## src/logic/soc_pkg.sv

```systemverilog
`default_nettype none

package soc_pkg;

    // ==============================
    // Bus widths
    // ==============================
    typedef logic [31:0] addr_t;
    typedef logic [31:0] data_t;
    typedef logic [3:0]  byte_sel_t;

    // RISC-V load/store funct3 encodings
    typedef enum logic [2:0] {
        OP_BYTE   = 3'b000,
        OP_HALF   = 3'b001,
        OP_WORD   = 3'b010,
        OP_BYTE_U = 3'b100,
        OP_HALF_U = 3'b101
    } mem_op_e;

    // Processor data port request
    typedef struct packed {
        addr_t   addr;
        data_t   wdata;
        mem_op_e op;
        logic    read;
        logic    write;
    } mem_req_t;

    // Wishbone master to slave
    typedef struct packed {
        addr_t     adr;
        data_t     dat;
        byte_sel_t sel;
        logic      we;
        logic      cyc;
        logic      stb;
    } wb_req_t;

    // Wishbone slave to master
    typedef struct packed {
        data_t dat;
        logic  ack;
        logic  err;
    } wb_rsp_t;

    typedef enum logic [1:0] {
        SLV_DMEM  = 2'd0,
        SLV_CLINT = 2'd1,
        SLV_GPIO  = 2'd2,
        SLV_NONE  = 2'd3
    } slave_sel_e;

    // ==============================
    // Address map, bits 31..24
    // ==============================
    localparam logic [7:0] DMEM_BASE_HI  = 8'h10;
    localparam logic [7:0] CLINT_BASE_HI = 8'h02;
    localparam logic [7:0] GPIO_BASE_HI  = 8'h20;

    // CLINT register offsets
    localparam logic [15:0] MTIMECMP_LO_OFS = 16'h4000;
    localparam logic [15:0] MTIMECMP_HI_OFS = 16'h4004;
    localparam logic [15:0] MTIME_LO_OFS    = 16'hBFF8;
    localparam logic [15:0] MTIME_HI_OFS    = 16'hBFFC;

    // GPIO register offsets
    localparam logic [7:0] GPIO_OUT_OFS = 8'h00;
    localparam logic [7:0] GPIO_OE_OFS  = 8'h04;
    localparam logic [7:0] GPIO_IN_OFS  = 8'h08;

endpackage

`default_nettype wire

```

## src/logic/clint.sv

```systemverilog
`timescale 1ns/1ps
`default_nettype none

module clint (
    input  wire               clk,
    input  wire               rst_n_i,
    input  soc_pkg::wb_req_t  wb_req_i,
    output soc_pkg::wb_rsp_t  wb_rsp_o,
    output logic              timer_irq_o
);

    typedef logic [63:0] mtime_t;

    mtime_t          mtime_q;
    mtime_t          mtimecmp_q;
    soc_pkg::data_t  rdata_d;
    soc_pkg::data_t  rdata_q;
    logic            ack_q;
    logic            irq_q;
    logic            strobe;
    logic            wr_en;
    logic [15:0]     ofs;

    assign ofs    = wb_req_i.adr[15:0];
    assign strobe = wb_req_i.cyc && wb_req_i.stb && !ack_q;
    assign wr_en  = strobe && wb_req_i.we;

    // Register read mux, unknown offsets read zero
    always_comb begin
        case (ofs)
            soc_pkg::MTIMECMP_LO_OFS: rdata_d = mtimecmp_q[31:0];
            soc_pkg::MTIMECMP_HI_OFS: rdata_d = mtimecmp_q[63:32];
            soc_pkg::MTIME_LO_OFS:    rdata_d = mtime_q[31:0];
            soc_pkg::MTIME_HI_OFS:    rdata_d = mtime_q[63:32];
            default:                  rdata_d = '0;
        endcase
    end

    // ==============================
    // Timer and compare registers
    // ==============================
    always_ff @(posedge clk) begin
        if (!rst_n_i) begin
            mtime_q    <= '0;
            mtimecmp_q <= '1;
            ack_q      <= 1'b0;
            irq_q      <= 1'b0;
        end else begin
            ack_q   <= strobe;
            irq_q   <= (mtime_q >= mtimecmp_q);
            mtime_q <= mtime_q + 64'd1;
            if (wr_en) begin
                case (ofs)
                    soc_pkg::MTIMECMP_LO_OFS: mtimecmp_q[31:0]  <= wb_req_i.dat;
                    soc_pkg::MTIMECMP_HI_OFS: mtimecmp_q[63:32] <= wb_req_i.dat;
                    // Written half replaces the count for this cycle
                    soc_pkg::MTIME_LO_OFS:    mtime_q <= {mtime_q[63:32], wb_req_i.dat};
                    soc_pkg::MTIME_HI_OFS:    mtime_q <= {wb_req_i.dat, mtime_q[31:0]};
                    default: ;
                endcase
            end
        end
    end

    always_ff @(posedge clk) begin
        if (strobe) begin
            rdata_q <= rdata_d;
        end
    end

    assign wb_rsp_o    = '{dat: rdata_q, ack: ack_q, err: 1'b0};
    assign timer_irq_o = irq_q;

endmodule

`default_nettype wire

```

## config.mk

```make
export PLATFORM = sky130hd
export DESIGN_NAME = clint
export DESIGN_NICKNAME = d
export VERILOG_FILES = /design/src/logic/soc_pkg.sv /design/src/logic/clint.sv
export SDC_FILE = /design/constraint.sdc
export NUM_CORES = 1
export LEC_CHECK = 0
export ABC_AREA = 0
export BUFFER_PORTS_ARGS = -buffer_cell sky130_fd_sc_hd__buf_2
export CAP_MARGIN = 10
export CORE_UTILIZATION = 40
export CTS_BUF_LIST = sky130_fd_sc_hd__clkbuf_4 sky130_fd_sc_hd__clkbuf_8
export DETAILED_ROUTE_END_ITERATION = 8
export HOLD_SLACK_MARGIN = 0.08
export PLACE_DENSITY = 0.63
export RECOVER_POWER = 50
export SKIP_CTS_REPAIR_TIMING = 1
export SYNTH_ARGS = -nofsm -noshare
export SYNTH_HDL_FRONTEND = slang
export SYNTH_SLANG_ARGS = --single-unit
export TNS_END_PERCENT = 5
```

## constraint.sdc

```tcl
create_clock -name clk -period 3.1 [get_ports clk]
set_clock_uncertainty 0.1 [all_clocks]
set_input_delay 0.155 -clock clk [delete_from_list [all_inputs] [get_ports clk]]
set_output_delay 0.155 -clock clk [all_outputs]
set_load 0.02 [all_outputs]
```

==> results.yml <==
outcome:
  status: "complete, no violations"
cells_and_area:
  nets: 1366
  post-route-util_pct: 47.3
  nFillCells: 2345
  n_antenna_cell: 0
  synthToLayoutAreaGrowth_pct: 15.2
  fin_cells: 1560
  layout-drive-gt1-share_pct: 11.0
  final_cell_area_um2: 11200
sta:
  period_share_pct: 87.9
  holdWs_ps: 187
  rsz0062_at_grt: "false"
  tightestPinTransition_ps: 1380
  setup_viol: 0
  fin_crit_ps: 2720
  worst_slack_ps: 376
  max_freq_ghz: 0.367
  final_hold_viol_count: 0
  relSlewSlack_pct: 7.75
  tns_ps: 0
  slew_violations: 0
floorplanning:
  core_region_area_um2: 23600
  initial_core_util_pct: 41.1
  die-area_um2: 24900
  ios: 108
  fp.dieW_um: 158
  rows: 56
  die_y_um: 158
placed_design:
  place.gp.congestion: 0.854
  dp_cells: 1496
  port_buffers: 86
  place_area_um2: 10600
  dpl.hpwl_um: 19800
  post-place-ws_ps: 517
grt:
  grt_use_total_pct: 23.8
  grt_pass1_vias: 8384
  grt_start_max_net_pins: 84
  grt_first_pass_wirelength_um: 45800
  overflow: 0
  antenna_found_initial: 0
yosys:
  avgSynthCellArea_um2: 8.58
  ys_seq_area_share_pct: 36.7
  yosysUniqueCellTypes: 67
  yosys_most_used_dff: "dfxtp_1"
  syn-num-nets: 1270
  async_flop_share_pct: 0
  syn-cell-area_um2: 9710
  syn_inst: 1132
  synth-edff-count: 32
  yosys_warnings: 0
  yosys.area.top_type: "dfxtp_1"
  synthTopCellsByArea: "dfxtp_1, edfxtp_1, ha_1"
  synthDominantCellAreaShare_pct: 26.8
  yosys_register_bits: 162
worst_setup_path:
  reg2reg_slack_ps: 380
  r2r_start: "ack_q$_SDFF_PN0_"
  critPathMaxFanout: 63
  cp_data_required_time_ps: 3320
  critPathLaunchType: "flip-flop"
  cp.arrival_ps: 2950
  worstSetupEndpointType: "flip-flop"
  critPathLaunch: "ack_q$_SDFF_PN0_"
  crit_type: "flip-flop to flip-flop"
power_and_ir_drop:
  leakage_nw: 4.75
  power_frac_comb_pct: 6.4
  peakVddDrop_mv: 0.233
  swShare_pct: 25.2
  pwr-share-seq_pct: 53.8
  intPower_mw: 3.02
  switching_power_mw: 1.02
  p_clk_share_pct: 39.8
  power.density_nw_per_um2: 361
  design_power_total_mw: 4.04
clocking:
  clock-sinks: 162
  cts_tree: "done"
  clk_pin_slew_ps: 90
  clk_latency_ps: 470
  numCtsBuffers: 17
  htreeDepth: 4
  clockBufferDepth: 2
  clockRootBuffer: "clkbuf_8"
detailed_routing:
  drt-total-wl_um: 28800
  first_pass_iters: 5
  remaining_drc_errors: 0
  num_vias: 9129
  ant_nets: 0
  wire_per_inst_um: 18.5
  drtIter0Drc: 745
  vias_per_cell: 5.85
hold_path:
  hp-start: "rst_n_i"
  hp-class: "input port to flip-flop"
flow_run:
  max_cap_violations: 0
## worst max-delay path: stages, from the launching register on
cell and delay, ps:
dfxtp_1 320, and3b_1 270, nand2_1 320, nor3_2 190
clkbuf_2 990, mux2i_1 280, nand2_1 70
## metal layers
metal | share of wire (%) | global-route usage, % | vias up
met1 | 48 | 33.5 | 4356
met4 | 1.9 | 7.81 | 0
met3 | 5.1 | 3.26 | 47
met5 | 0 | 0 | -
met2 | 45 | 37.3 | 296
li1 | - | - | 4430
## kinds of logic (layout without fill, tap and decap cells)
family,after synthesis,in the layout,synth area share (%)
buffers and inverters,146,255,5.89
XOR/XNOR,4,4,0.361
flip-flops,162,162,36.7
AND/OR/NAND/NOR,363,363,19.6
adder cells (fa/ha/maj),65,65,8.38
AO/OA/AOI/OAI,317,317,21.3
multiplexers,74,74,7.71
other,1,1,0.0386
## cell usage after synthesis, drive strengths merged (4+ instances only)
cell,count
ha,65
and4,12
a211oi,8
nor4,15
and2,14
a21o,5
a21oi,69
o211ai,68
inv,72
buf,20
a221oi,6
and3,20
a31oi,25
a311oi,4
dfxtp,130
mux2,6
nand3,38
nand4,37
o22ai,35
o21ai,55
nor2,52
or3,6
clkbuf,54
a41oi,4
nand2,129
edfxtp,32
mux2i,68
nor3,22
a22oi,6
a32oi,8
## cell type report
type / count / area [µm²] / share of cell area [%]
clock buffer: 19 / 262 / 2.34
clock inverter: 13 / 134 / 1.20
inverter: 72 / 270 / 2.42
multi-input combinational: 824 / 5580 / 49.9
sequential: 162 / 3560 / 31.9
tap: 319 / 399 / 3.57
timing repair buffer: 151 / 971 / 8.68
## sequential cells by signal (all words and copies together) (netlist names)
| register | count |
|---|---|
| ack_q | 1 |
| mtime_q | 64 |
| mtimecmp_q | 64 |
| rdata_q | 32 |
| timer_irq_o | 1 |
## path summary, 6_finish.rpt
kind / to / depth (start not counted)
worst max register to register: mtimecmp_q[0]$_SDFFE_PN1P_ / 6
worst min-delay path: mtime_q[17]$_SDFFE_PN0P_ / 3
worst max-delay path: mtimecmp_q[0]$_SDFFE_PN1P_ / 6
worst min register to register: mtime_q[10]$_SDFFE_PN0P_ / 2
## power by group through the flow
stage / logic (mW) / clock network, mW / registers [mW]
CTS: 0.234 / 1.64 / 2.17
detailed placement: 0.233 / 0 / 2.22
finish: 0.259 / 1.61 / 2.17
floorplan: 0.101 / 0 / 2.24
global route: 0.280 / 1.72 / 2.18
global placement: 0.232 / 0 / 2.22
## cell usage in the layout, fill, tap and decap left out, types with 38 or more instances in the layout
cell type | Yosys | routed
dfxtp_1 | 130 | 130
nand2_1 | 129 | 129
inv_1 | 72 | 72
a21oi_1 | 69 | 69
mux2i_1 | 68 | 68
o211ai_1 | 68 | 68
ha_1 | 65 | 65
nor2_1 | 51 | 52
buf_2 | 13 | 51
nand3_1 | 38 | 38
Note: power is estimated with default switching activity, not from simulation.
