[config.mk]
export PLATFORM = sky130hd
export DESIGN_NAME = gpio_ctrl
export DESIGN_NICKNAME = d
export VERILOG_FILES = /design/src/logic/soc_pkg.sv /design/src/logic/gpio_ctrl.sv
export SDC_FILE = /design/constraint.sdc
export NUM_CORES = 1
export LEC_CHECK = 0
export ABC_AREA = 1
export BUFFER_PORTS_ARGS = -buffer_cell sky130_fd_sc_hd__buf_2
export CAP_MARGIN = 15
export CORE_MARGIN = 2
export CORE_UTILIZATION = 48
export CTS_CLUSTER_SIZE = 30
export DETAILED_ROUTE_END_ITERATION = 16
export PLACE_DENSITY = 0.8
export SYNTH_ARGS = -nofsm -noshare
export SYNTH_HDL_FRONTEND = slang
export SYNTH_SLANG_ARGS = --single-unit
[constraint.sdc]
create_clock -name clk -period 1.8 [get_ports clk]
set_input_delay 0.27 -clock clk [delete_from_list [all_inputs] [get_ports clk]]
set_output_delay 0.27 -clock clk [all_outputs]
set_load 0.1 [all_outputs]
[src/logic/soc_pkg.sv]
`default_nettype none

package soc_pkg;

    // ==============================
    // Bus widths
    // ==============================
    typedef logic [31:0] addr_t;
    typedef logic [31:0] data_t;
    typedef logic [3:0]  byte_sel_t;

    // RISC-V load/store funct3 encodings
    typedef enum logic [2:0] {
        OP_BYTE   = 3'b000,
        OP_HALF   = 3'b001,
        OP_WORD   = 3'b010,
        OP_BYTE_U = 3'b100,
        OP_HALF_U = 3'b101
    } mem_op_e;

    // Processor data port request
    typedef struct packed {
        addr_t   addr;
        data_t   wdata;
        mem_op_e op;
        logic    read;
        logic    write;
    } mem_req_t;

    // Wishbone master to slave
    typedef struct packed {
        addr_t     adr;
        data_t     dat;
        byte_sel_t sel;
        logic      we;
        logic      cyc;
        logic      stb;
    } wb_req_t;

    // Wishbone slave to master
    typedef struct packed {
        data_t dat;
        logic  ack;
        logic  err;
    } wb_rsp_t;

    typedef enum logic [1:0] {
        SLV_DMEM  = 2'd0,
        SLV_CLINT = 2'd1,
        SLV_GPIO  = 2'd2,
        SLV_NONE  = 2'd3
    } slave_sel_e;

    // ==============================
    // Address map, bits 31..24
    // ==============================
    localparam logic [7:0] DMEM_BASE_HI  = 8'h10;
    localparam logic [7:0] CLINT_BASE_HI = 8'h02;
    localparam logic [7:0] GPIO_BASE_HI  = 8'h20;

    // CLINT register offsets
    localparam logic [15:0] MTIMECMP_LO_OFS = 16'h4000;
    localparam logic [15:0] MTIMECMP_HI_OFS = 16'h4004;
    localparam logic [15:0] MTIME_LO_OFS    = 16'hBFF8;
    localparam logic [15:0] MTIME_HI_OFS    = 16'hBFFC;

    // GPIO register offsets
    localparam logic [7:0] GPIO_OUT_OFS = 8'h00;
    localparam logic [7:0] GPIO_OE_OFS  = 8'h04;
    localparam logic [7:0] GPIO_IN_OFS  = 8'h08;

endpackage

`default_nettype wire

[src/logic/gpio_ctrl.sv]
`timescale 1ns/1ps
`default_nettype none

module gpio_ctrl #(
    parameter int NUM_GPIO = 24
) (
    input  wire                 clk,
    input  wire                 rst_n_i,
    input  soc_pkg::wb_req_t    wb_req_i,
    output soc_pkg::wb_rsp_t    wb_rsp_o,
    input  wire  [NUM_GPIO-1:0] gpio_i,
    output logic [NUM_GPIO-1:0] gpio_o,
    output logic [NUM_GPIO-1:0] gpio_en_o
);

    logic [NUM_GPIO-1:0] out_q;
    logic [NUM_GPIO-1:0] oe_q;
    logic [NUM_GPIO-1:0] sync1_q;
    logic [NUM_GPIO-1:0] sync2_q;
    soc_pkg::data_t      rdata_d;
    soc_pkg::data_t      rdata_q;
    logic                ack_q;
    logic                strobe;
    logic [7:0]          ofs;

    assign ofs    = wb_req_i.adr[7:0];
    assign strobe = wb_req_i.cyc && wb_req_i.stb && !ack_q;

    // Pin input synchroniser
    always_ff @(posedge clk) begin
        sync1_q <= gpio_i;
        sync2_q <= sync1_q;
    end

    // Readback, zero-extended to the bus width
    always_comb begin
        rdata_d = '0;
        case (ofs)
            soc_pkg::GPIO_OUT_OFS: rdata_d[NUM_GPIO-1:0] = out_q;
            soc_pkg::GPIO_OE_OFS:  rdata_d[NUM_GPIO-1:0] = oe_q;
            soc_pkg::GPIO_IN_OFS:  rdata_d[NUM_GPIO-1:0] = sync2_q;
            default: ;
        endcase
    end

    always_ff @(posedge clk) begin
        if (!rst_n_i) begin
            out_q <= '0;
            oe_q  <= '0;
            ack_q <= 1'b0;
        end else begin
            ack_q <= strobe;
            if (strobe && wb_req_i.we) begin
                if (ofs == soc_pkg::GPIO_OUT_OFS) begin
                    out_q <= wb_req_i.dat[NUM_GPIO-1:0];
                end
                if (ofs == soc_pkg::GPIO_OE_OFS) begin
                    oe_q <= wb_req_i.dat[NUM_GPIO-1:0];
                end
            end
        end
    end

    always_ff @(posedge clk) begin
        if (strobe) begin
            rdata_q <= rdata_d;
        end
    end

    assign wb_rsp_o  = '{dat: rdata_q, ack: ack_q, err: 1'b0};
    assign gpio_o    = out_q;
    assign gpio_en_o = oe_q;

endmodule

`default_nettype wire

==> results by group <==
Flow run
  • Max_cap viols: 0

Timing
  • Slew Limit Fails: 0
  • Setup TNS: 0 ns
  • Final Critical Period: 1.609 ns
  • Final setup viols: 0
  • RSZ-0062 raised after global routing: false
  • Hold Fails Final Rpt: 0
  • Relative slew slack: 0.6566
  • Post-route clock period utilization: 0.8936
  • Worst-Margin Slew: 0.5187 ns
  • Clock Skew: 0.008514 ns
  • Fmax: roughly 620 MHz

Cells and area
  • Layout cell share with drive strength beyond 1: 0.2745
  • Nets: roughly 750
  • Register area: 2663 sq um
  • Syn-to-layout area delta: 35.32%
  • Fill count: roughly 700
  • Final Instance Count excl. Fillers: just under 800
  • N_diodes: 0
  • Multi-input gate area: 1381 sq um
  • Core Util, Final: 0.6756

Die
  • Die Width: around 100 microns
  • Core Box Area: 8806 sq um
  • Die H: 99.71 microns
  • Die area: 9941 sq um
  • I/O pin cnt: ~180
  • Std-Cell Rows: 34
  • Starting Density: 0.4993

Detailed routing
  • Pre-antenna DRT Iters: 5
  • Drt via density: ~5.0
  • Number of routed nets with antenna violations: 0
  • Starting DRT DRC Count: 181
  • DRC: 0
  • Vias after detailed routing: 3873
  • Final WL: 10910 microns
  • WL per Instance: 14.15 microns

Clock tree
  • Num CTS Buffers: 17
  • CTS max path bufs: 2
  • Root Buffer: clkbuf_8
  • Setup Fix Bufs, Post-CTS: 0
  • Clock slew at reported path FFs: 0.06 ns
  • Clk sinks: 121
  • CTS tree: yes
  • H-Tree Depth: 4
  • Skew-Pair Late Insertion Delay: 0.51 ns

Critical path
  • Worst setup EP type: output pin
  • Buf/Inv on CP: 1
  • Reg-to-reg setup timing slack: approximately 0.43 ns
  • Critical path cell sequence: buf_2
  • RR Startpoint: ack_q
  • CP Launch Type: flop
  • CP peak stage delay: 0.45 ns
  • Reg2Reg Depth: 7
  • CP required: 1.53 ns
  • Crit path kind: flop to output pin
  • Crit path DAT: 1.34 ns
  • Crit-path slowest cell: buf_2
  • CP delay by family, top: buffers and inverters
  • FF-to-FF End: gpio_o[22]
  • Critical path peak fanout: 3

Placement
  • Dpl cells: around 720
  • Routability cong.: a little under 0.8
  • Port-buffer cells: 133
  • Hpwl dp: ~7000 microns

Logic synthesis
  • Post-synth top cells: nand2_1 (98), dfxtp_1 (97), nand3_1 (96)
  • Most common cell in the netlist: nand2_1
  • Sequential area share after synthesis: 0.6056
  • Synthesized cell area: 4397 sq um
  • Synth Register Bits: 121
  • Area leader, netlist: dfxtp_1
  • Ys flop type: dfxtp_1
  • Syn Inst Count: 498
  • Mean post-synth cell area: 8.829 sq um
  • Synth async-reset ratio: 0
  • Post-synth EDFFs: 24
  • Top cells by area, synth: dfxtp_1 (44%), edfxtp_1 (16%), nand3_1 (11%)
  • Distinct cell type count after synthesis: 16
  • Yosys warns: 0
  • Post-synth top area share: 0.4417

Global route
  • Top Usage Layer GRT: met2
  • Vias in the first global route: 3708
  • Largest net degree at the start of global routing: 57
  • Global Route Usage Sum: 0.2271
  • Met1 Use GR: 0.2779
  • Initial antenna violation count: 0
  • First-pass GRT wire length: about 18000 microns
  • Total grt overflow: 0
  • M3 GR Usage: 0.07800
  • GR Util met2: 0.3680

Pwr
  • Pwr dens: approximately 1100 nW/um^2
  • P_leak: 2.858 nW
  • Tot Pwr: between 0.006 and 0.007 W
  • Worst VDD drop: 635.2 uV

Hold path
  • Hold depth: 3
  • Hold crit path type: input pin to flop
  • Startpoint of the worst hold path: wb_req_i[1]
  • Hold endpoint: ack_q

Run status
  • Outcome: finished clean
-- placed cells by master (no fill, tap or decap) --
cell type / count
inv_4: 1
clkbuf_8: 2
nand2_2: 1
nor2_1: 54
buf_4: 9
a21oi_1: 48
dfxtp_1: 97
edfxtp_1: 24
bufinv_16: 2
inv_8: 1
clkinvlp_4: 1
nor2_4: 3
and3_1: 1
buf_2: 133
nand2_1: 98
clkinv_4: 1
dlygate4sd3_1: 24
inv_6: 6
nand3_2: 1
buf_12: 3
clkbuf_16: 18
conb_1: 9
inv_1: 30
nand3_1: 96
-- through the flow --
stage	instance area [sq um]	hold WS (ns)	worst slack, ns
after detailed placement	5085	0.3121	0.3853
after floorplan	4427	0.2977	0.4815
after global placement	5085	0.3114	0.4372
final	5949	0.04998	0.1915
after CTS	5949	0.02947	0.1746
after global routing	5949	0.04315	0.1316
-- routing by layer --
| metal | share of wire | wire [microns] | vias up |
|---|---|---|---|
| met5 | 0 | 0 | - |
| met4 | 0.022 | 238 | 0 |
| met3 | 0.073 | 791 | 24 |
| met2 | 0.49 | 5360 | 159 |
| met1 | 0.41 | 4519 | 1778 |
| li1 | - | - | 1912 |
-- sequential cells by signal, indices dropped and copies added (netlist names) --
| signal | count |
|---|---|
| gpio_en_o | 24 |
| gpio_o | 24 |
| rdata_q | 24 |
| sync1_q | 24 |
| sync2_q | 24 |
| ack_q | 1 |
-- cells by family after synthesis --
family	share of synthesized area
buffers and inverters	0.08708
other	0.0008529
DFF	0.6056
and+or+nand+nor	0.2518
AOI/OAI and AO/OA	0.05464
-- repair_timing --
| item | in CTS | in global routing |
|---|---|---|
| gates resized for setup | 0 | 0 |
| hold endpoints to repair | 24 | 0 |
| hold buffers | 24 | 0 |
-- worst max path at each step --
stage,cells after the start,endpoint,startpoint
after detailed placement,8,gpio_en_o[18],wb_req_i[40]
after global placement,8,gpio_en_o[18],wb_req_i[46]
after CTS,1,gpio_en_o[4],gpio_en_o[4]
final,1,gpio_en_o[4],gpio_en_o[4]
after global routing,1,gpio_en_o[4],gpio_en_o[4]
after floorplan,3,rdata_q[0],ack_q
-- layout make-up --
class	count	area share
Clock buffer	20	0.08034
Clock inverter	12	0.02461
Inverter	30	0.01893
Multi-Input combinational cell	311	0.2322
Sequential cell	121	0.4475
Tap cell	108	0.02271
Timing Repair Buffer	169	0.1737
-- report_power, final --
part / switching, W / total (W) / internal, W / leakage, nW
combinational: 0.000282 / 0.000401 / 0.000120 / 1.49
clock: 0.00131 / 0.00352 / 0.00221 / 0.306
sequential: 0.0000170 / 0.00284 / 0.00283 / 1.06
(Power assumes the default switching activity.)
