<file path="src/logic/soc_pkg.sv">
`default_nettype none

package soc_pkg;

    // ==============================
    // Bus widths
    // ==============================
    typedef logic [31:0] addr_t;
    typedef logic [31:0] data_t;
    typedef logic [3:0]  byte_sel_t;

    // RISC-V load/store funct3 encodings
    typedef enum logic [2:0] {
        OP_BYTE   = 3'b000,
        OP_HALF   = 3'b001,
        OP_WORD   = 3'b010,
        OP_BYTE_U = 3'b100,
        OP_HALF_U = 3'b101
    } mem_op_e;

    // Processor data port request
    typedef struct packed {
        addr_t   addr;
        data_t   wdata;
        mem_op_e op;
        logic    read;
        logic    write;
    } mem_req_t;

    // Wishbone master to slave
    typedef struct packed {
        addr_t     adr;
        data_t     dat;
        byte_sel_t sel;
        logic      we;
        logic      cyc;
        logic      stb;
    } wb_req_t;

    // Wishbone slave to master
    typedef struct packed {
        data_t dat;
        logic  ack;
        logic  err;
    } wb_rsp_t;

    typedef enum logic [1:0] {
        SLV_DMEM  = 2'd0,
        SLV_CLINT = 2'd1,
        SLV_GPIO  = 2'd2,
        SLV_NONE  = 2'd3
    } slave_sel_e;

    // ==============================
    // Address map, bits 31..24
    // ==============================
    localparam logic [7:0] DMEM_BASE_HI  = 8'h10;
    localparam logic [7:0] CLINT_BASE_HI = 8'h02;
    localparam logic [7:0] GPIO_BASE_HI  = 8'h20;

    // CLINT register offsets
    localparam logic [15:0] MTIMECMP_LO_OFS = 16'h4000;
    localparam logic [15:0] MTIMECMP_HI_OFS = 16'h4004;
    localparam logic [15:0] MTIME_LO_OFS    = 16'hBFF8;
    localparam logic [15:0] MTIME_HI_OFS    = 16'hBFFC;

    // GPIO register offsets
    localparam logic [7:0] GPIO_OUT_OFS = 8'h00;
    localparam logic [7:0] GPIO_OE_OFS  = 8'h04;
    localparam logic [7:0] GPIO_IN_OFS  = 8'h08;

endpackage

`default_nettype wire

</file>
<file path="src/logic/wb_controller.sv">
`timescale 1ns/1ps
`default_nettype none

module wb_controller (
    input  wire                clk,
    input  wire                rst_n_i,
    input  soc_pkg::mem_req_t  req_i,
    output soc_pkg::wb_req_t   wb_req_o,
    input  soc_pkg::wb_rsp_t   wb_rsp_i,
    output soc_pkg::data_t     rdata_o,
    output logic               ack_o,
    output logic               stall_o
);

    typedef enum logic [1:0] {
        ST_IDLE,
        ST_BUSY,
        ST_DONE
    } state_e;

    state_e              state_q;
    logic                cyc_q;
    soc_pkg::addr_t      adr_q;
    soc_pkg::data_t      dat_q;
    soc_pkg::byte_sel_t  sel_q;
    logic                we_q;
    soc_pkg::mem_op_e    op_q;
    soc_pkg::data_t      rdata_q;

    soc_pkg::data_t      lane_data;
    soc_pkg::byte_sel_t  lane_sel;
    soc_pkg::data_t      shifted;
    soc_pkg::data_t      load_data;
    logic [7:0]          byte_v;
    logic [15:0]         half_v;
    logic                accept;
    logic                bus_done;

    assign accept   = (state_q == ST_IDLE) && (req_i.read || req_i.write);
    assign bus_done = (state_q == ST_BUSY) && (wb_rsp_i.ack || wb_rsp_i.err);

    // ==============================
    // Store lane placement
    // ==============================
    always_comb begin
        case (req_i.op)
            soc_pkg::OP_BYTE, soc_pkg::OP_BYTE_U: begin
                lane_data = {4{req_i.wdata[7:0]}};
                lane_sel  = soc_pkg::byte_sel_t'(4'b0001 << req_i.addr[1:0]);
            end
            soc_pkg::OP_HALF, soc_pkg::OP_HALF_U: begin
                lane_data = {2{req_i.wdata[15:0]}};
                lane_sel  = req_i.addr[1] ? 4'b1100 : 4'b0011;
            end
            default: begin
                lane_data = req_i.wdata;
                lane_sel  = 4'b1111;
            end
        endcase
    end

    // ==============================
    // Load alignment and extension
    // ==============================
    always_comb begin
        shifted = wb_rsp_i.dat >> {adr_q[1:0], 3'b000};
        byte_v  = shifted[7:0];
        half_v  = adr_q[1] ? wb_rsp_i.dat[31:16] : wb_rsp_i.dat[15:0];
        case (op_q)
            soc_pkg::OP_BYTE:   load_data = {{24{byte_v[7]}}, byte_v};
            soc_pkg::OP_BYTE_U: load_data = {24'h000000, byte_v};
            soc_pkg::OP_HALF:   load_data = {{16{half_v[15]}}, half_v};
            soc_pkg::OP_HALF_U: load_data = {16'h0000, half_v};
            default:            load_data = wb_rsp_i.dat;
        endcase
    end

    // Access FSM, one transfer in flight
    always_ff @(posedge clk) begin
        if (!rst_n_i) begin
            state_q <= ST_IDLE;
            cyc_q   <= 1'b0;
        end else begin
            case (state_q)
                ST_IDLE: begin
                    if (accept) begin
                        state_q <= ST_BUSY;
                        cyc_q   <= 1'b1;
                    end
                end
                ST_BUSY: begin
                    if (bus_done) begin
                        state_q <= ST_DONE;
                        cyc_q   <= 1'b0;
                    end
                end
                default: begin
                    state_q <= ST_IDLE;
                end
            endcase
        end
    end

    // Request fields and load result
    always_ff @(posedge clk) begin
        if (accept) begin
            adr_q <= req_i.addr;
            dat_q <= lane_data;
            sel_q <= lane_sel;
            we_q  <= req_i.write;
            op_q  <= req_i.op;
        end
        if (bus_done) begin
            rdata_q <= wb_rsp_i.err ? '0 : load_data;
        end
    end

    assign wb_req_o = '{adr: adr_q, dat: dat_q, sel: sel_q, we: we_q, cyc: cyc_q, stb: cyc_q};

    assign rdata_o = rdata_q;
    assign ack_o   = (state_q == ST_DONE);
    assign stall_o = (state_q != ST_IDLE);

endmodule

`default_nettype wire

</file>
<file path="config.mk">
export PLATFORM = sky130hd
export DESIGN_NAME = wb_controller
export DESIGN_NICKNAME = d
export VERILOG_FILES = /design/src/logic/soc_pkg.sv /design/src/logic/wb_controller.sv
export SDC_FILE = /design/constraint.sdc
export NUM_CORES = 1
export LEC_CHECK = 0
export ABC_CLOCK_PERIOD_IN_PS = 4900
export BUFFER_PORTS_ARGS = -buffer_cell sky130_fd_sc_hd__buf_2
export CORE_MARGIN = 2
export CORE_UTILIZATION = 45
export CTS_CLUSTER_SIZE = 40
export DETAILED_ROUTE_END_ITERATION = 16
export PLACE_DENSITY = 0.77
export SETUP_SLACK_MARGIN = 0.5
export SYNTH_ARGS = -nofsm -noshare
export SYNTH_HDL_FRONTEND = slang
export SYNTH_SLANG_ARGS = --single-unit
</file>
<file path="constraint.sdc">
create_clock -name clk -period 4.9 [get_ports clk]
set_input_delay 0.49 -clock clk [delete_from_list [all_inputs] [get_ports clk]]
set_output_delay 0.49 -clock clk [all_outputs]
set_load 0.02 [all_outputs]
</file>
==> results.md <==
Yosys:
- Summing the areas of all and, or, nand and nor instances in the mapped netlist gives 9.902% of the synthesized area.
- The synthesized netlist devotes 0% of its cell area to adder and majority cells.
- The most common cell in the netlist is edfxtp_1.
- The area share of the largest cell type after synthesis is 66.44%.
- The dominant combinational cell family by area after synthesis is compound AO/OA/AOI/OAI gates.
- The number of enable flip-flop cells after synthesis is 104.
- Summing the areas of all compound-gate instances in the mapped netlist gives 10.59% of the synthesized area.
- Synthesis handed over a netlist of 342 instances.
- For this run, asynchronously set or reset flops after synthesis account for 0%.
- After synthesis, the netlist uses 36 different library cells.
- The post-synth net total is 447.
- The synthesized design contains 107 register bits.
- By area the synthesized netlist is led by edfxtp_1 66%, mux2_2 6.0%, a21o_1 2.9%.
- Summing every instance area after synthesis gives 4701 um2.
- Sequential cells were found to cover 67.71% of the synthesized design area.
- In this run the mean area of a mapped cell was 13.74 um2.
- Sorting the synthesized cells by how often they occur yields 104 x edfxtp_1, 27 x nand2_1, 25 x mux2_2.
- For this run, the leading register cell type out of synthesis is edfxtp_1.
- For this run, the number of Yosys warnings is 0.
- The mux share of post-synthesis cell area is 8.384%.
- Of the total synthesized cell area, the portion taken by XOR and XNOR cells is 0%.
- Summed over all instances, the cell type with the most area after synthesis is edfxtp_1.

Pwr:
- For this design the total switching power over the nets is 0.6325 mW.
- The part of the total power dissipated in sequential elements is 55.2%.
- The combinational cell fraction of total power is 19.2%.
- The worst-case IR drop observed on VDD is 0.0002479 V.
- Net switching is 30.27% of the power.
- The power share of the clock group is 25.6%.
- Power spread over the standard cell area amounts to 347.3 nW/um2.
- In this run the static leakage power is 2.563 nW.
- The internal power summed over all cells is 1.457 mW.

Clock tree:
- For this design, the CTS-stage hold fixing added 0 buffers.
- The number of gates resized after CTS was 0.
- The total number of H-tree levels is 3.
- TritonCTS built the clock tree.
- The number of sinks on the clock net is 107.
- The total setup buffers inserted after CTS is 0.
- The maximum root-to-sink buffer count is 2.
- The number of buffers added by the clock tree synthesis step is 9.
- The clock transition at the register clock pins on the worst setup and hold paths after CTS is 0.11 ns.
- The clock insertion delay at the later pin of the skew report is 0.38 ns.
- Clock tree synthesis selected as its root buffer the cell clkbuf_8.

Routing:
- The number of antenna-violating nets in the routed design is 0.
- Summed over all layers, the routed wires come to 11.63 mm.
- In the routed layout, each cell is associated on average with a via count of 5.261.
- Dividing the detail-routed wire length by the instance count gives 17.12 um.
- The overall via count from detail_route is 3572.
- The initial detailed-routing violation count is 156.
- The DRC violation count after routing is 0.
- The first detailed-routing pass ran for 5 iterations.

Worst setup path:
- The critical path data arrival time is 2.41 ns.
- The worst setup path is captured at a register.
- By startpoint and endpoint, the worst setup path is classified as register to register.
- The number of cells on the worst reg-to-reg path is 4.
- The required arrival time at the worst endpoint is 4.92 ns.
- Along the worst path, the maximum fanout reaches 42.
- The startpoint class of the critical path is a register.

Status:
- The flow ran to the end, and the final reports show no timing, DRC or antenna violations.

Floorplan:
- The die outline height is 106.2 um.
- The die covers 11280 um2.
- The initial cell density of the core is 45.95%.
- The core footprint is 10230 um2.
- The die is 106.2 um wide.
- The number of placed I/O pins is 210.
- The number of standard-cell rows in the floorplan is 37.

Global routing:
- The number of antenna violations at the first check in global routing is 0.
- The number of global-route vias before repair came to 3611.
- The total overflow left after global routing is 0.
- The first global-routing pass estimated 17.97 mm of wire.
- The pin count of the biggest net entering global routing is 43.
- The global-route usage over all layers is 20.84%.

STA:
- The final number of hold-violating endpoints was 0.
- For this run, the top clock speed supported by timing is 0.4186 GHz.
- Setup repair after global routing left no endpoint under its margin.
- The worst slew slack as a fraction of its limit is 28.22%.
- The worst hold slack after final layout is 0.2787 ns.
- For the final database, setup skew stands at 0.004075 ns.
- The final count of pins violating max slew is 0.
- For the pin with the worst max-slew slack, the measured transition is 1.077 ns.
- The routed design could run at a clock period as short as 2.389 ns.
- After routing, the total negative slack on setup checks comes to 0 ns.
- The period utilization is 48.75%.
- Setup violations remaining at the end of the flow were counted as 0.

Placed design:
- During placement, the flow inserted port buffers numbering 209.
- The placer congestion estimate is 0.8744.
- Once detailed placement completed, the half-perimeter wirelength came to 8.617 mm.

Run:
- The max-cap violation count is 0.

Cells and area:
- The share of final-layout standard cells stronger than drive strength 1 is 48.07%.
- The final net count is 643.
- The number of antenna repair diodes is 0.
- The layout-stage area growth over the synthesis result is 28.00%.

Hold path:
- The worst hold path cell count is 1.
- The path class of the lowest-slack min-delay path is input pin to register.
metal layers:
| metal | GRT usage (%) | vias to the layer above | routed length, um |
|---|---|---|---|
| met3 | 7.664 | 23 | 1304 |
| met2 | 34.43 | 194 | 5708 |
| met5 | 0 | - | 0 |
| li1 | - | 1702 | - |
| met4 | 9.117 | 0 | 267 |
| met1 | 24.39 | 1653 | 4346 |
worst paths after layout:
path              start        end  slack, ns
max          state_q[1]   dat_q[4]       2.51
min           req_i[58]  adr_q[21]       0.28
max reg2reg  state_q[1]   dat_q[4]       2.51
min reg2reg       cyc_q      cyc_q       0.54
critical path, stage by stage (launching register included):
cell     delay, ns
dfxtp_1       0.34
or2_2         0.31
or2_2         0.32
inv_2         0.50
buf_4         0.56
stage by stage:
step | cells | area, um2 | power [mW] | util (%) | worst slack (ns)
2_1_floorplan | 342 | 4701 | 1.422 | - | 2.084
3_3_place_gp | 663 | 5812 | 1.566 | 56.81 | 2.555
3_5_place_dp | 663 | 5812 | 1.577 | 56.81 | 2.489
4_1_cts | 679 | 6017 | 2.108 | 58.81 | 2.476
5_1_grt | 679 | 6017 | 2.177 | 58.81 | 2.344
6_report | 679 | 6017 | 2.089 | 58.81 | 2.511
layout make-up:
cell class	instances	area, um2
clock buffer	9	123.9
clock inverter	7	81.33
fill	831	4214
inverter	10	37.54
multi-input combinational	199	1360
sequential	107	3183
tap	136	170.2
timing repair buffer	211	1061
cells in the final DEF, fill, tap and decap left out, types with 2 or more instances in the layout:
master	synthesis	layout
nand3_1	13	13
o21ai_0	21	21
clkinv_8	0	2
a211oi_1	10	10
edfxtp_1	104	104
or2_2	2	2
buf_4	6	2
dfxtp_1	3	3
buf_2	2	209
o21bai_1	2	2
a21o_1	18	18
inv_8	0	2
nand4_1	13	13
nand2_1	27	27
nand2b_1	10	10
mux2_2	25	25
mux2i_1	9	9
nor2_1	9	8
and3b_1	5	5
inv_1	9	8
o21a_1	2	2
a31oi_1	18	18
nor2b_1	2	2
clkinv_4	0	3
clkbuf_8	0	9
kinds of logic (layout without fill, tap and decap cells):
kind of cell	after synthesis	count (layout)
simple gates	88	88
buf+inv	36	237
flops	107	107
compound gates	76	76
mux	35	35
sequential cells by signal, indices dropped and copies added (netlist names):
register,flops
op_q,3
adr_q,32
we_q,1
rdata_o,32
sel_q,4
cyc_q,1
dat_q,32
state_q,2
power by group through the flow:
stage / Sequential (mW) / Combinational [mW] / Clock [mW]
finish: 1.15 / 0.401 / 0.535
global route: 1.16 / 0.434 / 0.579
CTS: 1.15 / 0.404 / 0.550
detailed placement: 1.17 / 0.403 / 0
global placement: 1.17 / 0.396 / 0
floorplan: 1.26 / 0.165 / 0
Power figures use the tool's default switching activity.
