--- src/logic/soc_pkg.sv ---
`default_nettype none

package soc_pkg;

    // ==============================
    // Bus widths
    // ==============================
    typedef logic [31:0] addr_t;
    typedef logic [31:0] data_t;
    typedef logic [3:0]  byte_sel_t;

    // RISC-V load/store funct3 encodings
    typedef enum logic [2:0] {
        OP_BYTE   = 3'b000,
        OP_HALF   = 3'b001,
        OP_WORD   = 3'b010,
        OP_BYTE_U = 3'b100,
        OP_HALF_U = 3'b101
    } mem_op_e;

    // Processor data port request
    typedef struct packed {
        addr_t   addr;
        data_t   wdata;
        mem_op_e op;
        logic    read;
        logic    write;
    } mem_req_t;

    // Wishbone master to slave
    typedef struct packed {
        addr_t     adr;
        data_t     dat;
        byte_sel_t sel;
        logic      we;
        logic      cyc;
        logic      stb;
    } wb_req_t;

    // Wishbone slave to master
    typedef struct packed {
        data_t dat;
        logic  ack;
        logic  err;
    } wb_rsp_t;

    typedef enum logic [1:0] {
        SLV_DMEM  = 2'd0,
        SLV_CLINT = 2'd1,
        SLV_GPIO  = 2'd2,
        SLV_NONE  = 2'd3
    } slave_sel_e;

    // ==============================
    // Address map, bits 31..24
    // ==============================
    localparam logic [7:0] DMEM_BASE_HI  = 8'h10;
    localparam logic [7:0] CLINT_BASE_HI = 8'h02;
    localparam logic [7:0] GPIO_BASE_HI  = 8'h20;

    // CLINT register offsets
    localparam logic [15:0] MTIMECMP_LO_OFS = 16'h4000;
    localparam logic [15:0] MTIMECMP_HI_OFS = 16'h4004;
    localparam logic [15:0] MTIME_LO_OFS    = 16'hBFF8;
    localparam logic [15:0] MTIME_HI_OFS    = 16'hBFFC;

    // GPIO register offsets
    localparam logic [7:0] GPIO_OUT_OFS = 8'h00;
    localparam logic [7:0] GPIO_OE_OFS  = 8'h04;
    localparam logic [7:0] GPIO_IN_OFS  = 8'h08;

endpackage

`default_nettype wire

--- src/logic/wb_intercon.sv ---
`timescale 1ns/1ps
`default_nettype none

module wb_intercon (
    input  wire               clk,
    input  wire               rst_n_i,
    input  soc_pkg::wb_req_t  m_req_i,
    output soc_pkg::wb_rsp_t  m_rsp_o,
    output soc_pkg::wb_req_t  dmem_req_o,
    output soc_pkg::wb_req_t  clint_req_o,
    output soc_pkg::wb_req_t  gpio_req_o,
    input  soc_pkg::wb_rsp_t  dmem_rsp_i,
    input  soc_pkg::wb_rsp_t  clint_rsp_i,
    input  soc_pkg::wb_rsp_t  gpio_rsp_i
);

    soc_pkg::slave_sel_e slv_sel;
    logic                err_q;

    // Pass a request on with its handshake only when enabled
    function automatic soc_pkg::wb_req_t gate_req(soc_pkg::wb_req_t req, logic en);
        soc_pkg::wb_req_t r;
        r     = req;
        r.cyc = req.cyc & en;
        r.stb = req.stb & en;
        return r;
    endfunction

    // Slave decode from the upper address byte
    always_comb begin
        case (m_req_i.adr[31:24])
            soc_pkg::DMEM_BASE_HI:  slv_sel = soc_pkg::SLV_DMEM;
            soc_pkg::CLINT_BASE_HI: slv_sel = soc_pkg::SLV_CLINT;
            soc_pkg::GPIO_BASE_HI:  slv_sel = soc_pkg::SLV_GPIO;
            default:                slv_sel = soc_pkg::SLV_NONE;
        endcase
    end

    assign dmem_req_o  = gate_req(m_req_i, slv_sel == soc_pkg::SLV_DMEM);
    assign clint_req_o = gate_req(m_req_i, slv_sel == soc_pkg::SLV_CLINT);
    assign gpio_req_o  = gate_req(m_req_i, slv_sel == soc_pkg::SLV_GPIO);

    // Unmapped access, single-cycle error
    always_ff @(posedge clk) begin
        if (!rst_n_i) begin
            err_q <= 1'b0;
        end else begin
            err_q <= m_req_i.cyc && m_req_i.stb && (slv_sel == soc_pkg::SLV_NONE) && !err_q;
        end
    end

    // Response return path
    always_comb begin
        case (slv_sel)
            soc_pkg::SLV_DMEM:  m_rsp_o = dmem_rsp_i;
            soc_pkg::SLV_CLINT: m_rsp_o = clint_rsp_i;
            soc_pkg::SLV_GPIO:  m_rsp_o = gpio_rsp_i;
            default:            m_rsp_o = '{dat: soc_pkg::data_t'(0), ack: 1'b0, err: err_q};
        endcase
    end

endmodule

`default_nettype wire

--- config.mk ---
export PLATFORM = sky130hd
export DESIGN_NAME = wb_intercon
export DESIGN_NICKNAME = d
export VERILOG_FILES = /design/src/logic/soc_pkg.sv /design/src/logic/wb_intercon.sv
export SDC_FILE = /design/constraint.sdc
export NUM_CORES = 1
export LEC_CHECK = 0
export BUFFER_PORTS_ARGS = -buffer_cell sky130_fd_sc_hd__buf_2
export CAP_MARGIN = 20
export CORE_AREA = 2 2 164 166
export CTS_CLUSTER_SIZE = 10
export DETAILED_ROUTE_END_ITERATION = 12
export DIE_AREA = 0 0 166 168
export RECOVER_POWER = 100
export SYNTH_ARGS = -nofsm -noshare
export SYNTH_HDL_FRONTEND = slang
export SYNTH_SLANG_ARGS = --single-unit
export TNS_END_PERCENT = 30
--- constraint.sdc ---
create_clock -name clk -period 2.1 [get_ports clk]
set_input_delay 0.42 -clock clk [delete_from_list [all_inputs] [get_ports clk]]
set_output_delay 0.42 -clock clk [all_outputs]
set_load 0.01 [all_outputs]
==> results.cfg, run 1 <==
[outcome]
status = finished, violations left
violations = setup timing

[grt]
grt_start_max_net_pins = 21
grt_first_pass_wirelength_mm = 10.6
grt_overflow = 0
antenna_found_initial = 0
grt.total_usage_pct = 4.98
grt_pass1_vias = 1714

[critical_path]
critical_path.top_delay_family = simple AND/OR/NAND/NOR gates
endpoint_kind = output port
cp_data_required_time_ns = 1.68
path_buf_inv = 4
worstPathMaxFanout = 10
arrival_ns = 2.01
path_class = in2out
start_kind = primary input
cp_slowest_cell = or4_4
slowest_delay_ns = 0.56
path_cells = buf_8, or4_4, nor4_4, buf_6, clkbuf_16, a22oi_1, nand3_1, buf_2

[timing]
timing.final.crit_share_pct = 116
setup_slack_ns = -0.333
holdWs_ns = 0.572
finalSetupViolations = 40
min_period_ns = 2.43
finalHoldViolCount = 0
skew_ns = 0
maxSlewViolCount = 0
rsz0062_at_grt = true
tightest_slew_ns = 0.478
slew_headroom_pct = 67.9
fmax_mhz = 411

[yosys]
synth_edf_count = 0
syn-num-nets = 518
synth_area_um2 = 2350
synth.top_cells.by_area = buf_4, nand2_1, a22oi_1
yosysMostFrequentCell = buf_4
synthesis.instances = 343
yosysTopAreaCell = buf_4
ys_seq_area_share_pct = 0.851
synth_top_area_share_pct = 66.3
ys_warn_count = 0
synth-main-ff-cell = dfxtp_1
synth_async_sr_flop_share_pct = 0
ys_ff_latch = 1
netlist_top_cells_count = buf_4, nand2_1, a22oi_1
synthDistinctLibCells = 19
syn-mean-instance-area_um2 = 6.86

[drt]
drc_errors = 0
wire_per_inst_um = 12.4
routed_wl_mm = 8.24
via_count = 1867
drt-pass1-iter-count = 4
drt-initial-drc-count = 41
routed_via_density = 2.82
ant_nets = 0

[clock_tree]
clk_latency_ns = 0
cts.clk_slew.worst_paths_ns = 0

[floorplan]
die_h_um = 168
core_um2 = 26400
ioPinCount = 422
initial_core_util_pct = 8.93
die_area_um2 = 27900
die_x_um = 166
rows = 60

[pwr]
p_total_mw = 0.220
irDropWorstVdd_mv = 0.0440
power_density_nw_per_um2 = 96.4
p_leak_nw = 1.18

[finish]
top_register = err_q
drive_gt1_share_pct = 58.7
num_antenna_cells = 0
areaGrowthSynthToFinish_pct = -2.87
top_regs = err_q: 1 flops
largest_reg_flops = 1
fin_nets = 499

[min_path]
hold_class = reg2reg

[placed_design]
hpwl_mm = 6.95
place.gp.congestion = 0.651
io_buffers = 177

[flow_run]
maxCapViolCount = 0
-- final timing paths --
path / start / endpoint / slack (ns) / depth (start not counted)
worst max-delay path: m_req_i[66] / m_rsp_o[0] / -0.33 / 8
worst min-delay path: err_q / err_q / 0.57 / 2
worst max register to register: err_q / err_q / 1.44 / 2
worst min register to register: err_q / err_q / 0.57 / 2
-- kinds of logic (layout without fill, tap and decap cells) --
family | Yosys count | in the layout | share of synthesized area, %
AOI/OAI and AO/OA | 37 | 37 | 12.4
xor gates and xnor gates | 1 | 1 | 0.372
DFF | 1 | 1 | 0.851
and+or+nand+nor | 87 | 87 | 17.1
buffers and inverters | 217 | 196 | 69.3
-- report_power, final --
part | internal (mW) | switching, mW | total (mW)
sequential | 0.0202 | 0.000653 | 0.0209
combinational | 0.109 | 0.0906 | 0.200
clock | 0 | 0 | 0
total | 0.129 | 0.0912 | 0.220
-- timing repair --
item / CTS / global route
pin swaps: 11 / 0
setup buffers: 0 / 3
resized for setup: 20 / 4
gates cloned: 0 / 1
endpoints found under the setup margin: 40 / 40
hold endpoints to repair: 0 / 0
hold buffers: 0 / 0
-- placed cells by master, fill, tap and decap left out --
master,netlist,routed
nand3_1,1,1
buf_2,4,153
clkbuf_16,0,1
buf_12,0,4
dfxtp_1,1,1
nand2b_1,2,2
nor3_1,1,1
buf_4,208,8
nand2_2,0,4
or4_4,1,1
and2_1,6,6
nor4_4,2,2
clkbuf_1,1,21
nand4b_1,1,1
nand2_1,68,64
buf_8,0,1
o21ai_0,2,2
buf_6,4,8
xor2_1,1,1
and4_2,0,1
a22oi_2,4,6
nor2_1,4,4
a22oi_1,31,29
-- metrics by stage --
stage	util, %	worst slack, ns	setup TNS [ns]	cells	area, um2
2_1_floorplan	-	-0.139	-4.05	343	2350
3_3_place_gp	8.30	-0.380	-12.45	659	2190
4_1_cts	8.55	-0.338	-11.40	659	2250
5_1_grt	8.68	-0.409	-14.42	663	2290
6_report	8.68	-0.333	-11.30	663	2290
3_5_place_dp	8.30	-0.418	-13.72	659	2190
-- cell type report --
type | count | area [um2]
fillers | 3107 | 24100
repair buffers | 196 | 1110
multi-input cells | 125 | 724
well taps | 341 | 427
flip-flops and latches | 1 | 20.0
-- per-layer routing --
metal / routed length [um] / global-route usage [%] / vias up / part of all wire, %
li1: - / - / 855 / -
met1: 2690 / 4.62 / 756 / 33
met2: 3840 / 8.98 / 194 / 47
met3: 1020 / 1.62 / 62 / 12
met4: 686 / 4.01 / 0 / 8.3
met5: 0 / 0 / - / 0
-- tightest hold or removal path, stage by stage, from the launching register on --
cell and delay, ns:
dfxtp_1 0.34, nand4b_1 0.14, nor2_1 0.04
Power figures use the tool's default switching activity.
==> inputs of run 2 (changes only) <==
Settings changed: RECOVER_POWER 100 to 25.
==> run 2 against run 1 <==
The flow still finishes with violations (setup timing). Highest routed layer unchanged. Power rose by 3.0%. Largest power group unchanged. Wire length rose by 0.23%. Sequential power barely moved. Flip-flop and latch count did not move. Fmax barely moved. Combinational power rose by 3%. Clock skew did not move. Register-to-register slack barely moved.
==> results.cfg, run 2 (same netlist as run 1, synthesis figures left out) <==
[outcome]
status = finished, violations left
violations = setup timing

[finish]
drive_gt1_share_pct = 65.2
final_cell_mix = buf_2, nand2_1, a22oi_1, buf_4, buf_6
num_antenna_cells = 0
finish.utilization_pct = 8.79
fillers = 3104
largest_reg_flops = 1
multiInputGateArea_um2 = 724
final_common_cell = buf_2
fin_nets = 499
final_cell_area_um2 = 2320
areaGrowthSynthToFinish_pct = -1.54
top_regs = err_q: 1 flops
top_register = err_q
register_area_um2 = 20.0

[placed_design]
hpwl_mm = 6.95
dpl-instance-area_um2 = 2190
io_buffers = 177
place.gp.congestion = 0.651

[drt]
routed_wl_mm = 8.25
drt-initial-drc-count = 38
wire_per_inst_um = 12.4
drt-pass1-iter-count = 4
drc_errors = 0
via_count = 1870
ant_nets = 0
routed_via_density = 2.82

[critical_path]
reg2reg_depth = 2
rrSetupSlack_ns = 1.44
path_cells = buf_8, or4_4, nor4_4, buf_6, clkbuf_16, a22oi_1, nand3_1, buf_2
path_class = in2out
cp_data_required_time_ns = 1.68
cp_slowest_cell = or4_4
slowest_delay_ns = 0.56
worstPathMaxFanout = 10
start_kind = primary input
endpoint_kind = output port
arrival_ns = 2.01

[pwr]
switching_power_mw = 0.0909
irDropWorstVdd_mv = 0.0442
p_leak_nw = 1.24
power_density_nw_per_um2 = 98.0
switching_share_pct = 40.0
p_seq_share_pct = 9.2
clkPwrFrac_pct = 0
p_int_mw = 0.136
comb_power_share_pct = 90.8

[timing]
finalSetupViolations = 40
finalSetupTns_ns = -11.31
skew_ns = 0
setup_slack_ns = -0.335
maxSlewViolCount = 0
slew_headroom_pct = 67.9
finalHoldViolCount = 0
min_period_ns = 2.43
timing.final.crit_share_pct = 116
rsz0062_at_grt = true
fmax_mhz = 411
tightest_slew_ns = 0.478
holdWs_ns = 0.571

[min_path]
hold_class = reg2reg
holdPathStages = 2

[grt]
grt.total_usage_pct = 4.98
antenna_found_initial = 0
grt_pass1_vias = 1714
grt_start_max_net_pins = 21
grt_overflow = 0
grt_first_pass_wirelength_mm = 10.6

[floorplan]
die_x_um = 166
ioPinCount = 422
rows = 60
die_area_um2 = 27900
initial_core_util_pct = 8.93
die_h_um = 168
core_um2 = 26400

[clock_tree]
cts.clk_slew.worst_paths_ns = 0
clk_latency_ns = 0
cts_hold_buf = 0

[flow_run]
maxCapViolCount = 0
-- run 2: cell count changes in the layout (fill, tap and decap cells not counted) --
cell / previous run / this run
buf_2: 153 / 172
buf_4: 8 / 10
clkbuf_1: 21 / 0
-- run 2: worst max-delay path, delay by kind of cell --
| family | cells | cell delay, ns |
|---|---|---|
| AND/OR/NAND/NOR | 3 | 0.94 |
| buffers and inverters | 4 | 0.58 |
| AO/OA/AOI/OAI | 1 | 0.07 |
-- run 2: path summary, 6_finish.rpt --
check                                 start    endpoint
worst max-delay path            m_req_i[66]  m_rsp_o[0]
worst min-delay path                  err_q       err_q
worst max register to register        err_q       err_q
worst min register to register        err_q       err_q
-- run 2: repair_timing --
item / CTS / global route
setup buffers: 0 / 3
endpoints found under the hold margin: 0 / 0
resized for setup: 20 / 4
cloned: 0 / 1
pin swaps: 11 / 0
endpoints found under the setup margin: 40 / 40
-- run 2: area by class of cell --
cell class / instances / area share [%]
tap: 341 / 18.4
multi-input combinational: 125 / 31.3
sequential: 1 / 0.864
timing repair buffer: 196 / 49.5
-- run 2: power groups by stage --
stage / clock network (mW) / logic, mW / registers [mW]
final: 0 / 0.206 / 0.0209
after global routing: 0 / 0.225 / 0.0209
after CTS: 0 / 0.207 / 0.0208
after detailed placement: 0 / 0.202 / 0.0209
after global placement: 0 / 0.199 / 0.0207
after floorplan: 0 / 0.428 / 0.0206
-- run 2: per-layer routing --
metal	share of wire [%]	global-route usage, %	vias to the layer above	wire [um]
met5	0	0	-	0
met4	8.4	4.01	0	692
met3	12	1.62	62	1020
met2	47	8.98	193	3850
met1	33	4.62	761	2690
li1	-	-	854	-
-- run 2: per-stage QoR --
stage	instances	power (mW)	worst slack (ns)
finish	663	0.227	-0.335
global route	663	0.246	-0.409
CTS	659	0.228	-0.338
detailed placement	659	0.222	-0.418
global placement	659	0.219	-0.380
floorplan	343	0.448	-0.139
